`src/rtl/biquad_cfg_pkg.sv`:
```
package biquad_cfg_pkg;

    // register bus geometry
    localparam int adr_w = 5;
    localparam int reg_w = 32;

    // coefficients are signed Q4.14
    localparam int coeff_w    = 18;
    localparam int coeff_frac = 14;
    localparam logic signed [coeff_w-1:0] coeff_one = 18'sd16384;

    // extra bits on top of the sample width for the three-tap sum after the shift
    localparam int guard_w = coeff_w + 2 - coeff_frac;

    // word-aligned register map
    localparam logic [adr_w-1:0] adr_ctrl = 5'h00;
    localparam logic [adr_w-1:0] adr_b0   = 5'h04;
    localparam logic [adr_w-1:0] adr_b1   = 5'h08;
    localparam logic [adr_w-1:0] adr_b2   = 5'h0C;
    localparam logic [adr_w-1:0] adr_a1   = 5'h10;
    localparam logic [adr_w-1:0] adr_a2   = 5'h14;

    // which coefficient a write is aimed at
    typedef enum logic [2:0] {
        sel_b0,
        sel_b1,
        sel_b2,
        sel_a1,
        sel_a2
    } coeff_sel_e;

endpackage

```
`src/rtl/biquad_types_pkg.sv`:
```
package biquad_types_pkg;

    // control register layout, only bit 0 is live
    typedef struct packed {
        logic [biquad_cfg_pkg::reg_w-2:0] reserved;
        logic                             update;
    } ctrl_view_t;

    // coefficient register layout, upper bits ignored
    typedef struct packed {
        logic [biquad_cfg_pkg::reg_w-biquad_cfg_pkg::coeff_w-1:0] unused;
        logic signed [biquad_cfg_pkg::coeff_w-1:0]                coeff;
    } coeff_view_t;

    // one register data word, read as control or coefficient by address
    typedef union packed {
        ctrl_view_t  ctrl;
        coeff_view_t coeff;
    } reg_word_u;

endpackage

```
`src/rtl/coeff_if.sv`:
```
`timescale 1ns/10ps

interface coeff_if;

    // coefficient payload and its target
    logic signed [biquad_cfg_pkg::coeff_w-1:0] coeff;
    biquad_cfg_pkg::coeff_sel_e                sel;

    // single-cycle strobes
    logic wr;
    logic update;

    modport ctrl (
        output coeff,
        output sel,
        output wr,
        output update
    );

    modport stage (
        input coeff,
        input sel,
        input wr,
        input update
    );

endinterface

```
`src/rtl/biquad_top.sv`:
```
`timescale 1ns/10ps

module biquad_top #(
    parameter int DATA_W = 16
) (
    input  logic                              clk_i,
    input  logic                              rst_n_i,

    // register write port
    input  logic                              reg_wr_i,
    input  logic [biquad_cfg_pkg::adr_w-1:0]  reg_adr_i,
    input  logic [biquad_cfg_pkg::reg_w-1:0]  reg_dat_i,
    input  logic                              global_update_i,

    // sample stream
    input  logic                              dat_valid_i,
    input  logic signed [DATA_W-1:0]          dat_i,
    output logic                              dat_valid_o,
    output logic signed [DATA_W-1:0]          dat_o
);

    // zero section result, one cycle behind dat_valid_i
    logic                                             w_valid;
    logic signed [DATA_W+biquad_cfg_pkg::guard_w-1:0] w;

    // one strobe bus shared by both stages
    coeff_if coeff_bus ();

    coeff_ctrl u_ctrl (
        .clk_i           (clk_i),
        .rst_n_i         (rst_n_i),
        .reg_wr_i        (reg_wr_i),
        .reg_adr_i       (reg_adr_i),
        .reg_dat_i       (reg_dat_i),
        .global_update_i (global_update_i),
        .coeff_o         (coeff_bus.ctrl)
    );

    zero_fir #(
        .DATA_W (DATA_W)
    ) u_zero (
        .clk_i       (clk_i),
        .rst_n_i     (rst_n_i),
        .coeff_i     (coeff_bus.stage),
        .dat_valid_i (dat_valid_i),
        .dat_i       (dat_i),
        .w_valid_o   (w_valid),
        .w_o         (w)
    );

    pole_iir #(
        .DATA_W (DATA_W)
    ) u_pole (
        .clk_i       (clk_i),
        .rst_n_i     (rst_n_i),
        .coeff_i     (coeff_bus.stage),
        .w_valid_i   (w_valid),
        .w_i         (w),
        .dat_valid_o (dat_valid_o),
        .dat_o       (dat_o)
    );

endmodule

```
`src/rtl/coeff_ctrl.sv`:
```
`timescale 1ns/10ps

module coeff_ctrl (
    input  logic                              clk_i,
    input  logic                              rst_n_i,
    input  logic                              reg_wr_i,
    input  logic [biquad_cfg_pkg::adr_w-1:0]  reg_adr_i,
    input  logic [biquad_cfg_pkg::reg_w-1:0]  reg_dat_i,
    input  logic                              global_update_i,
    coeff_if.ctrl                             coeff_o
);

    biquad_types_pkg::reg_word_u word;
    biquad_cfg_pkg::coeff_sel_e  sel_nxt;
    logic                        hit_coeff;
    logic                        hit_ctrl;

    assign word = reg_dat_i;

    // address decode, the only place the map is compared
    always_comb begin
        hit_coeff = 1'b1;
        hit_ctrl  = 1'b0;
        sel_nxt   = biquad_cfg_pkg::sel_b0;
        case (reg_adr_i)
            biquad_cfg_pkg::adr_ctrl: begin
                hit_coeff = 1'b0;
                hit_ctrl  = 1'b1;
            end
            biquad_cfg_pkg::adr_b0: sel_nxt = biquad_cfg_pkg::sel_b0;
            biquad_cfg_pkg::adr_b1: sel_nxt = biquad_cfg_pkg::sel_b1;
            biquad_cfg_pkg::adr_b2: sel_nxt = biquad_cfg_pkg::sel_b2;
            biquad_cfg_pkg::adr_a1: sel_nxt = biquad_cfg_pkg::sel_a1;
            biquad_cfg_pkg::adr_a2: sel_nxt = biquad_cfg_pkg::sel_a2;
            // unmapped, drop the write
            default: hit_coeff = 1'b0;
        endcase
    end

    // strobes, one cycle after the request
    always_ff @(posedge clk_i) begin
        if (!rst_n_i) begin
            coeff_o.wr     <= 1'b0;
            coeff_o.update <= 1'b0;
        end else begin
            coeff_o.wr     <= reg_wr_i && hit_coeff;
            coeff_o.update <= global_update_i ||
                              (reg_wr_i && hit_ctrl && word.ctrl.update);
        end
    end

    // payload only moves on a coefficient write
    always_ff @(posedge clk_i) begin
        if (reg_wr_i && hit_coeff) begin
            coeff_o.coeff <= word.coeff.coeff;
            coeff_o.sel   <= sel_nxt;
        end
    end

endmodule

```
`src/rtl/pole_iir.sv`:
```
`timescale 1ns/10ps

module pole_iir #(
    parameter int DATA_W = 16
) (
    input  logic                                              clk_i,
    input  logic                                              rst_n_i,
    coeff_if.stage                                            coeff_i,
    input  logic                                              w_valid_i,
    input  logic signed [DATA_W+biquad_cfg_pkg::guard_w-1:0]  w_i,
    output logic                                              dat_valid_o,
    output logic signed [DATA_W-1:0]                          dat_o
);

    localparam int W_W   = DATA_W + biquad_cfg_pkg::guard_w;
    localparam int FB_W  = DATA_W + biquad_cfg_pkg::coeff_w + 1;
    localparam int FBQ_W = FB_W - biquad_cfg_pkg::coeff_frac;
    localparam int Y_W   = W_W + 1;

    // index 0 is a1, index 1 is a2
    logic signed [biquad_cfg_pkg::coeff_w-1:0] shadow [2];
    logic signed [biquad_cfg_pkg::coeff_w-1:0] active [2];

    logic signed [DATA_W-1:0] y2;
    logic signed [FB_W-1:0]   fb;
    logic signed [FBQ_W-1:0]  fb_q;
    logic signed [Y_W-1:0]    y_full;
    logic signed [DATA_W-1:0] y_sat;
    logic                     ovf;

    always_ff @(posedge clk_i) begin
        if (!rst_n_i) begin
            shadow[0] <= '0;
            shadow[1] <= '0;
            active[0] <= '0;
            active[1] <= '0;
        end else begin
            if (coeff_i.wr) begin
                case (coeff_i.sel)
                    biquad_cfg_pkg::sel_a1: shadow[0] <= coeff_i.coeff;
                    biquad_cfg_pkg::sel_a2: shadow[1] <= coeff_i.coeff;
                    default: ;
                endcase
            end
            if (coeff_i.update) begin
                active <= shadow;
            end
        end
    end

    // feedback sum, dat_o doubles as the previous y
    always_comb begin
        fb     = active[0] * dat_o + active[1] * y2;
        fb_q   = fb[FB_W-1:biquad_cfg_pkg::coeff_frac];
        y_full = w_i - fb_q;
    end

    // overflow when the bits above the sign of DATA_W disagree
    always_comb begin
        ovf = (y_full[Y_W-1:DATA_W-1] != {(Y_W-DATA_W+1){y_full[Y_W-1]}});
        if (!ovf) begin
            y_sat = y_full[DATA_W-1:0];
        end else if (y_full[Y_W-1]) begin
            y_sat = {1'b1, {(DATA_W-1){1'b0}}};
        end else begin
            y_sat = {1'b0, {(DATA_W-1){1'b1}}};
        end
    end

    always_ff @(posedge clk_i) begin
        if (!rst_n_i) begin
            dat_valid_o <= 1'b0;
            dat_o       <= '0;
            y2          <= '0;
        end else begin
            dat_valid_o <= w_valid_i;
            if (w_valid_i) begin
                dat_o <= y_sat;
                y2    <= dat_o;
            end
        end
    end

endmodule

```
`src/rtl/zero_fir.sv`:
```
`timescale 1ns/10ps

module zero_fir #(
    parameter int DATA_W = 16
) (
    input  logic                                              clk_i,
    input  logic                                              rst_n_i,
    coeff_if.stage                                            coeff_i,
    input  logic                                              dat_valid_i,
    input  logic signed [DATA_W-1:0]                          dat_i,
    output logic                                              w_valid_o,
    output logic signed [DATA_W+biquad_cfg_pkg::guard_w-1:0]  w_o
);

    localparam int SUM_W = DATA_W + biquad_cfg_pkg::coeff_w + 2;

    // index 0..2 holds b0..b2
    logic signed [biquad_cfg_pkg::coeff_w-1:0] shadow [3];
    logic signed [biquad_cfg_pkg::coeff_w-1:0] active [3];

    logic signed [DATA_W-1:0] x1;
    logic signed [DATA_W-1:0] x2;
    logic signed [SUM_W-1:0]  acc;

    // shadow takes our own writes, active copies on update
    always_ff @(posedge clk_i) begin
        if (!rst_n_i) begin
            shadow[0] <= biquad_cfg_pkg::coeff_one;
            shadow[1] <= '0;
            shadow[2] <= '0;
            active[0] <= biquad_cfg_pkg::coeff_one;
            active[1] <= '0;
            active[2] <= '0;
        end else begin
            if (coeff_i.wr) begin
                case (coeff_i.sel)
                    biquad_cfg_pkg::sel_b0: shadow[0] <= coeff_i.coeff;
                    biquad_cfg_pkg::sel_b1: shadow[1] <= coeff_i.coeff;
                    biquad_cfg_pkg::sel_b2: shadow[2] <= coeff_i.coeff;
                    default: ;
                endcase
            end
            if (coeff_i.update) begin
                active <= shadow;
            end
        end
    end

    // full precision three-tap sum
    always_comb begin
        acc = active[0] * dat_i + active[1] * x1 + active[2] * x2;
    end

    always_ff @(posedge clk_i) begin
        if (!rst_n_i) begin
            x1        <= '0;
            x2        <= '0;
            w_valid_o <= 1'b0;
            w_o       <= '0;
        end else begin
            w_valid_o <= dat_valid_i;
            if (dat_valid_i) begin
                x1  <= dat_i;
                x2  <= x1;
                // dropping the low bits is the arithmetic shift by coeff_frac
                w_o <= acc[SUM_W-1:biquad_cfg_pkg::coeff_frac];
            end
        end
    end

endmodule

```
`config.mk`:
```
export PLATFORM = sky130hd
export DESIGN_NAME = biquad_top
export DESIGN_NICKNAME = d
export VERILOG_FILES = /design/src/rtl/biquad_cfg_pkg.sv /design/src/rtl/biquad_types_pkg.sv /design/src/rtl/coeff_if.sv /design/src/rtl/biquad_top.sv /design/src/rtl/coeff_ctrl.sv /design/src/rtl/pole_iir.sv /design/src/rtl/zero_fir.sv
export SDC_FILE = /design/constraint.sdc
export NUM_CORES = 2
export LEC_CHECK = 0
export ABC_AREA = 0
export ABC_CLOCK_PERIOD_IN_PS = 30400
export BUFFER_PORTS_ARGS = -buffer_cell sky130_fd_sc_hd__buf_2
export CORE_ASPECT_RATIO = 2
export CORE_UTILIZATION = 46
export DETAILED_ROUTE_END_ITERATION = 7
export MAX_ROUTING_LAYER = met4
export SETUP_SLACK_MARGIN = 0.1
export SLEW_MARGIN = 20
export SYNTH_ARGS = -nofsm -noshare
export SYNTH_HDL_FRONTEND = slang
export SYNTH_HIERARCHICAL = 1
export SYNTH_SLANG_ARGS = --single-unit
```
`constraint.sdc`:
```
create_clock -name clk_i -period 30.4 [get_ports clk_i]
set_input_delay 1.52 -clock clk_i [delete_from_list [all_inputs] [get_ports clk_i]]
set_output_delay 1.52 -clock clk_i [all_outputs]
set_load 0.03 [all_outputs]
```
# --- Yosys cells after proc, flatten, opt, wreduce, memory -nomap -nowiden ---
# Index checks and enable logic that the tools add are counted.
word_totals:
  reg_bits: 291
  inputBits: 58
  out_inout_bits: 17
  wordCells: 57
op_classes:
  add_sub_neg: 4
  multipliers: 5
  eq_ne: 10
  muxes: 5
  n_reduce_logical: 12
ops:
  columns: ["op", "n"]
  rows:
  - ["$mul A18 B16 Y34", 5]
  - ["$add A36 B36 Y36", 2]
  - ["$add A34 B34 Y35", 1]
  - ["$mux W16", 2]
  - ["$sub A22 B21 Y23", 1]
  - ["$pmux W3 S4", 1]
  - ["$eq A5 B4 Y1 const B", 2]
  - ["$eq A5 B5 Y1 const B", 2]
  - ["$reduce_and A2 Y1", 5]
  - ["$ne A7 B7 Y1", 1]
  - ["$eq A3 B2 Y1 const B", 2]
  - ["$eq A5 B3 Y1 const B", 1]
  - ["$logic_not A5 Y1", 1]
  - ["$reduce_or A5 Y1", 1]
  - ["$eq A3 B1 Y1 const B", 1]
  - ["$eq A3 B3 Y1 const B", 1]
  - ["$logic_and A1 B1 Y1", 3]
  - ["$logic_not A3 Y1", 1]
  - ["$mux W1", 2]
  - ["$logic_or A1 B1 Y1", 1]

# --- Longest topological paths before layout ---
logic_depth:
  depth_word: 5
  ltp_mapped: 42
  depth_no_buf: 39

# --- Modules after synthesis ---
# Netlist, hierarchy kept.
by_module_without_submodules:
  columns: ["module", "n_inst", "cells_each", "area_each_um2", "seq_area_each_um2"]
  rows:
  - ["zero_fir", 1, 4111, 38851.0, 3263.1]
  - ["pole_iir", 1, 2848, 26429.1, 2102.0]
  - ["coeff_ctrl", 1, 38, 787.0, 670.6]

# --- Worst setup path before layout ---
# No wires, ideal clock.
synth_path:
  path_type: "register -> register"
  startpoint: "register u_pole.dat_o[8]"
  endpoint: "register u_pole.dat_o[10]"
  setup_time_ns: 0.142
  arrival_time_ns: 9.729
  required_time_ns: 30.258
  slack_ns: 20.529
  path_stages_with_launch: 36
  path_buffers: 3
  period_less_slack_ns: 9.871
  cell_sequence: "dfxtp_1 clkbuf_1 clkbuf_1 nand2_1 fa_1 fa_1 fa_1 fa_1 inv_1 fa_1 fa_1 fa_1 fa_1 ha_1 a211oi_1 nand2_1 a211oi_1 o21ai_0 and3_1 o21ai_0 nand2b_1 a21o_1 a211o_1 nand2_1 ha_1 a21oi_1 o21a_1 inv_1 o31ai_2 mux2i_1 o2111ai_1 or4_1 or4_1 buf_6 mux2i_4 a311oi_1"
synth_between:
  elab_chain_cells: 5
  word_cells_on_any_way: 6
  classes_between: "2 x add/sub; 1 x mul; 1 x eq/ne; 2 x mux"
synth_rtl:
  columns: ["item", "line", "rtl"]
  rows:
  - ["start, declared", "pole_iir.sv:12", "output logic signed [DATA_W-1:0] dat_o"]
  - ["start signal, assigned", "pole_iir.sv:78", "dat_o <= y_sat;"]
  - ["$mul A18 B16 Y34 (*)", "pole_iir.sv:53", "fb = active[0] * dat_o + active[1] * y2;"]
  - ["$add A34 B34 Y35 (*)", "pole_iir.sv:53", null]
  - ["$sub A22 B21 Y23 (*)", "pole_iir.sv:55", "y_full = w_i - fb_q;"]
  - ["$ne A7 B7 Y1 or $mux W16 (tied branches)", "pole_iir.sv:60, pole_iir.sv:63", null]
  - ["$mux W16 (*)", "pole_iir.sv:61", "if (!ovf) begin"]
# Mark *: on every way between the ends. The rest lies on a longest branch, timed or not.
# A chain may end at the register's enable or synchronous reset.

# --- Worst setup path in the final report ---
layout_path:
  startpoint: "register u_pole.y2[0]"
  endpoint: "register u_pole.dat_o[10]"
layout_between:
  elab_chain_cells: 5
  word_cells_on_any_way: 6
  classes_between: "2 x add/sub; 1 x mul; 1 x eq/ne; 2 x mux"
layout_rtl:
  columns: ["item", "line", "rtl"]
  rows:
  - ["start, declared", "pole_iir.sv:24", "logic signed [DATA_W-1:0] y2;"]
  - ["start signal, assigned", "pole_iir.sv:79", "y2 <= dat_o;"]
  - ["$mul A18 B16 Y34 (*)", "pole_iir.sv:53", null]
  - ["$add A34 B34 Y35 (*)", "pole_iir.sv:53", null]
  - ["$sub A22 B21 Y23 (*)", "pole_iir.sv:55", null]
  - ["$ne A7 B7 Y1 or $mux W16 (tied branches)", "pole_iir.sv:60, pole_iir.sv:63", null]
  - ["$mux W16 (*)", "pole_iir.sv:61", null]
# Marks and branches as above.

==> impl_metrics.toml <==
[critical_path]
crit_type = "flip-flop to flip-flop"
critical_path.max_stage_delay_ps = 920
critPathMostFrequentCell = "fa_1"
worst-endpoint-required_ps = 30870
critical-path-slowest-cell = "and2_1"
reg2regPathDepth = 34
reg2reg_to = "u_pole/dat_o[10]"
timing.reg2reg.setup_slack_ps = 17940
cp_data_arrival_time_ps = 12930
crit_path_end_kind = "flip-flop"
critPathTopFamily = "adder cells"
path_buf_inv = 4
critPathLaunchType = "flip-flop"
worst_r2r_startpoint = "u_pole/y2[0]"
crit_fanout = 19

[cells_and_area]
drive_gt1_share_pct = 2.93
nFillCells = 13500
finalNetCount = 8946
multiInputGateArea_sq_um = 52000
instances_no_fill = 8753
areaGrowthSynthToFinish_pct = 4.49
seqCellArea_sq_um = 6040

[cts]
clockRootBuffer = "clkbuf_16"
cts_tree = "done"
htree_levels = 1
post-cts-setup-buffer-count = 0
clk_latency_ps = 660
cts_buffer_depth = 3
clkTransAtPathRegs_ps = 70
tritoncts.num_buffers = 30
clkSinkCount = 291
post_cts_hold_buffer_count = 0
cts_resized = 0

[route]
num_vias = 45400
drt-pass1-iter-count = 5
per_cell_via_count_in_the_routed_design = 5.19
drt_wl_total_um = 186000
route.met2.wl_um = 109000
antenna_violating_nets_post_route = 0
drt-wirelength-per-cell_um = 21.3
initialDrtViolationCount = 1746
dr.max_layer_used = "met4"
route.layer.met1.wl_um = 58600
drc_errors = 0
dr_wl_met3_um = 4960

[timing]
fmax_mhz = 80.2
setup_ws_post_layout_ps = 17940
min_tclk_post_route_ps = 12460
finalSetupViolations = 0
finalCritPeriodShare_pct = 41.0
tightestPinTransition_ps = 1250
worst_slew_margin_relative_to_its_limit_pct = 16.4
fin_worst_skew_ps = 45.7
slew_viol_final = 0
hold_viol_final = 0
timing.setup.tns_ps = 0
grt_setup_unrepaired = "no"
whs_ps = 454

[global_routing]
antenna_found_initial = 7
grt_overflow_total = 0
number_of_global_route_vias_before_repair = 52200
grt_pass1_wl_um = 293000
grt_max_degree = 73
groute.usage.overall_pct = 27.6

[synthesis]
cell_taking_the_most_area_after_synthesis = "fa_1"
yosys.cell_count.top_type = "inv_1"
post_synth_most_frequent_cells = "inv_1 (1819), fa_1 (1667), nand2_1 (898)"
postSynthNetCount = 9098
synth-main-ff-cell = "dfxtp_1"
synth-edff-count = 21
ys_warnings = 6
ys_top_cells_by_area = "fa_1 (51%), inv_1 (10%), dfxtp_1 (8.2%)"
synthesis.area_per_instance_sq_um = 9.44
synth_top_cell_area_share_pct = 50.5
synth_area_sq_um = 66100
synth-seq-cells = 291
post_synth_cell_types = 81
synth-async-reset-ratio_pct = 0
proportion_of_synthesized_chip_area_in_sequential_cells_pct = 9.14
postSynthCellCount = 6997

[power_and_ir_drop]
total_leakage_power_nw = 35.0
vdd_drop_max_uv = 49.3
p_per_area_nw_per_um2 = 19.2

[die]
io_pins = 75
core-area_sq_um = 142000
die-area_sq_um = 145000
initial_utilization_pct = 46.4
placement_rows = 196
chipWidth_um = 270
die_height_um = 538

[status]
outcome = "finished clean"

[worst_hold_path]
whs_path_depth = 2
worstHoldEndpoint = "u_zero/shadow[48]"
hold_path_class = "flip-flop to flip-flop"
hold_path_startpoint = "u_zero/shadow[48]"

[run]
drv.max_cap_violation_count = 0

[place]
buffer_ports.inserted = 60
place_inst = 8694
dp_hpwl_um = 162000
finalWeightedCongestion = 0.944
place_ws_ps = 18040
## power by group
group,switching (mW),leakage [nW],total (mW),internal (mW)
sequential,0.0287,2.38,0.429,0.401
combinational,0.319,32.2,0.506,0.187
clock,0.191,0.473,0.391,0.200
## layout by cell type (no fill, tap or decap), drive strengths merged, types with 7 or more instances in the layout
cell type | Yosys | final
a21o | 22 | 22
a21oi | 132 | 132
o31ai | 8 | 8
o22ai | 7 | 7
mux2i | 149 | 149
nand3 | 17 | 17
nand4 | 15 | 15
o21ai | 39 | 39
edfxtp | 21 | 21
and3 | 11 | 11
nand2b | 48 | 48
nor2 | 231 | 231
fa | 1667 | 1667
buf | 16 | 122
a311oi | 10 | 10
xor2 | 26 | 26
dfxtp | 270 | 270
inv | 1820 | 1827
nor3 | 16 | 16
ha | 376 | 376
nand3b | 8 | 8
xnor2 | 62 | 62
o21a | 15 | 15
nand2 | 899 | 899
clkbuf | 290 | 39
a211oi | 11 | 11
a31oi | 9 | 9
nor2b | 39 | 39
and2 | 691 | 691
o21bai | 10 | 10
## through the flow
step | util (%) | area [sq um] | total power, mW
final | 48.4 | 69000 | 1.33
after floorplan | - | 66100 | 0.777
after global placement | 47.8 | 68000 | 0.933
after detailed placement | 47.8 | 68000 | 0.942
after global routing | 48.4 | 69000 | 1.40
after CTS | 48.4 | 69000 | 1.34
## worst max-delay path by stage
stage	startpoint	endpoint	cells past startpoint
2_1_floorplan	u_pole/dat_o[8]	u_pole/dat_o[10]	35
3_3_place_gp	u_pole/y2[0]	u_pole/dat_o[10]	34
3_5_place_dp	u_pole/y2[0]	u_pole/dat_o[11]	34
4_1_cts	u_pole/y2[0]	u_pole/dat_o[11]	34
5_1_grt	u_pole/y2[0]	u_pole/dat_o[11]	34
6_report	u_pole/y2[0]	u_pole/dat_o[10]	34
## flip-flops by register name, summed over array words and instances (netlist names)
register               cells
u_ctrl/coeff_o.coeff      18
u_ctrl/coeff_o.sel         3
u_ctrl/coeff_o.update      1
u_ctrl/coeff_o.wr          1
u_pole/active             36
u_pole/dat_o              16
u_pole/dat_valid_o         1
u_pole/shadow             36
u_pole/y2                 16
u_zero/active             54
u_zero/shadow             54
u_zero/w_o                22
u_zero/w_valid_o           1
u_zero/x1                 16
u_zero/x2                 16
## final cells by class
type                    count  area share, %
clock inverters            17          0.257
multi-input cells        4580           75.4
diodes                      3         0.0109
flip-flops and latches    291           8.75
clock buffers              39           1.17
inverters                1820           9.90
well taps                1881           3.41
repair buffers            122           1.11
## tightest hold or removal path: stages (launching register included)
cell     delay, ps
dfxtp_1        310
nand2_1         50
a21oi_1         50
## cells by family after synthesis
family          share of synthesized area [%]
buf+inv                                  12.1
fa+ha+maj                                57.6
simple gates                             14.7
compound gates                           2.97
flops                                    9.14
mux                                      2.28
xor+xnor                                 1.17
## metal layers
metal,global-route usage [%],vias to the layer above
li1,-,19700
met1,25.1,23900
met2,54.5,1102
met3,1.79,663
met4,17.7,0
met5,-,-
(Power assumes the default switching activity.)
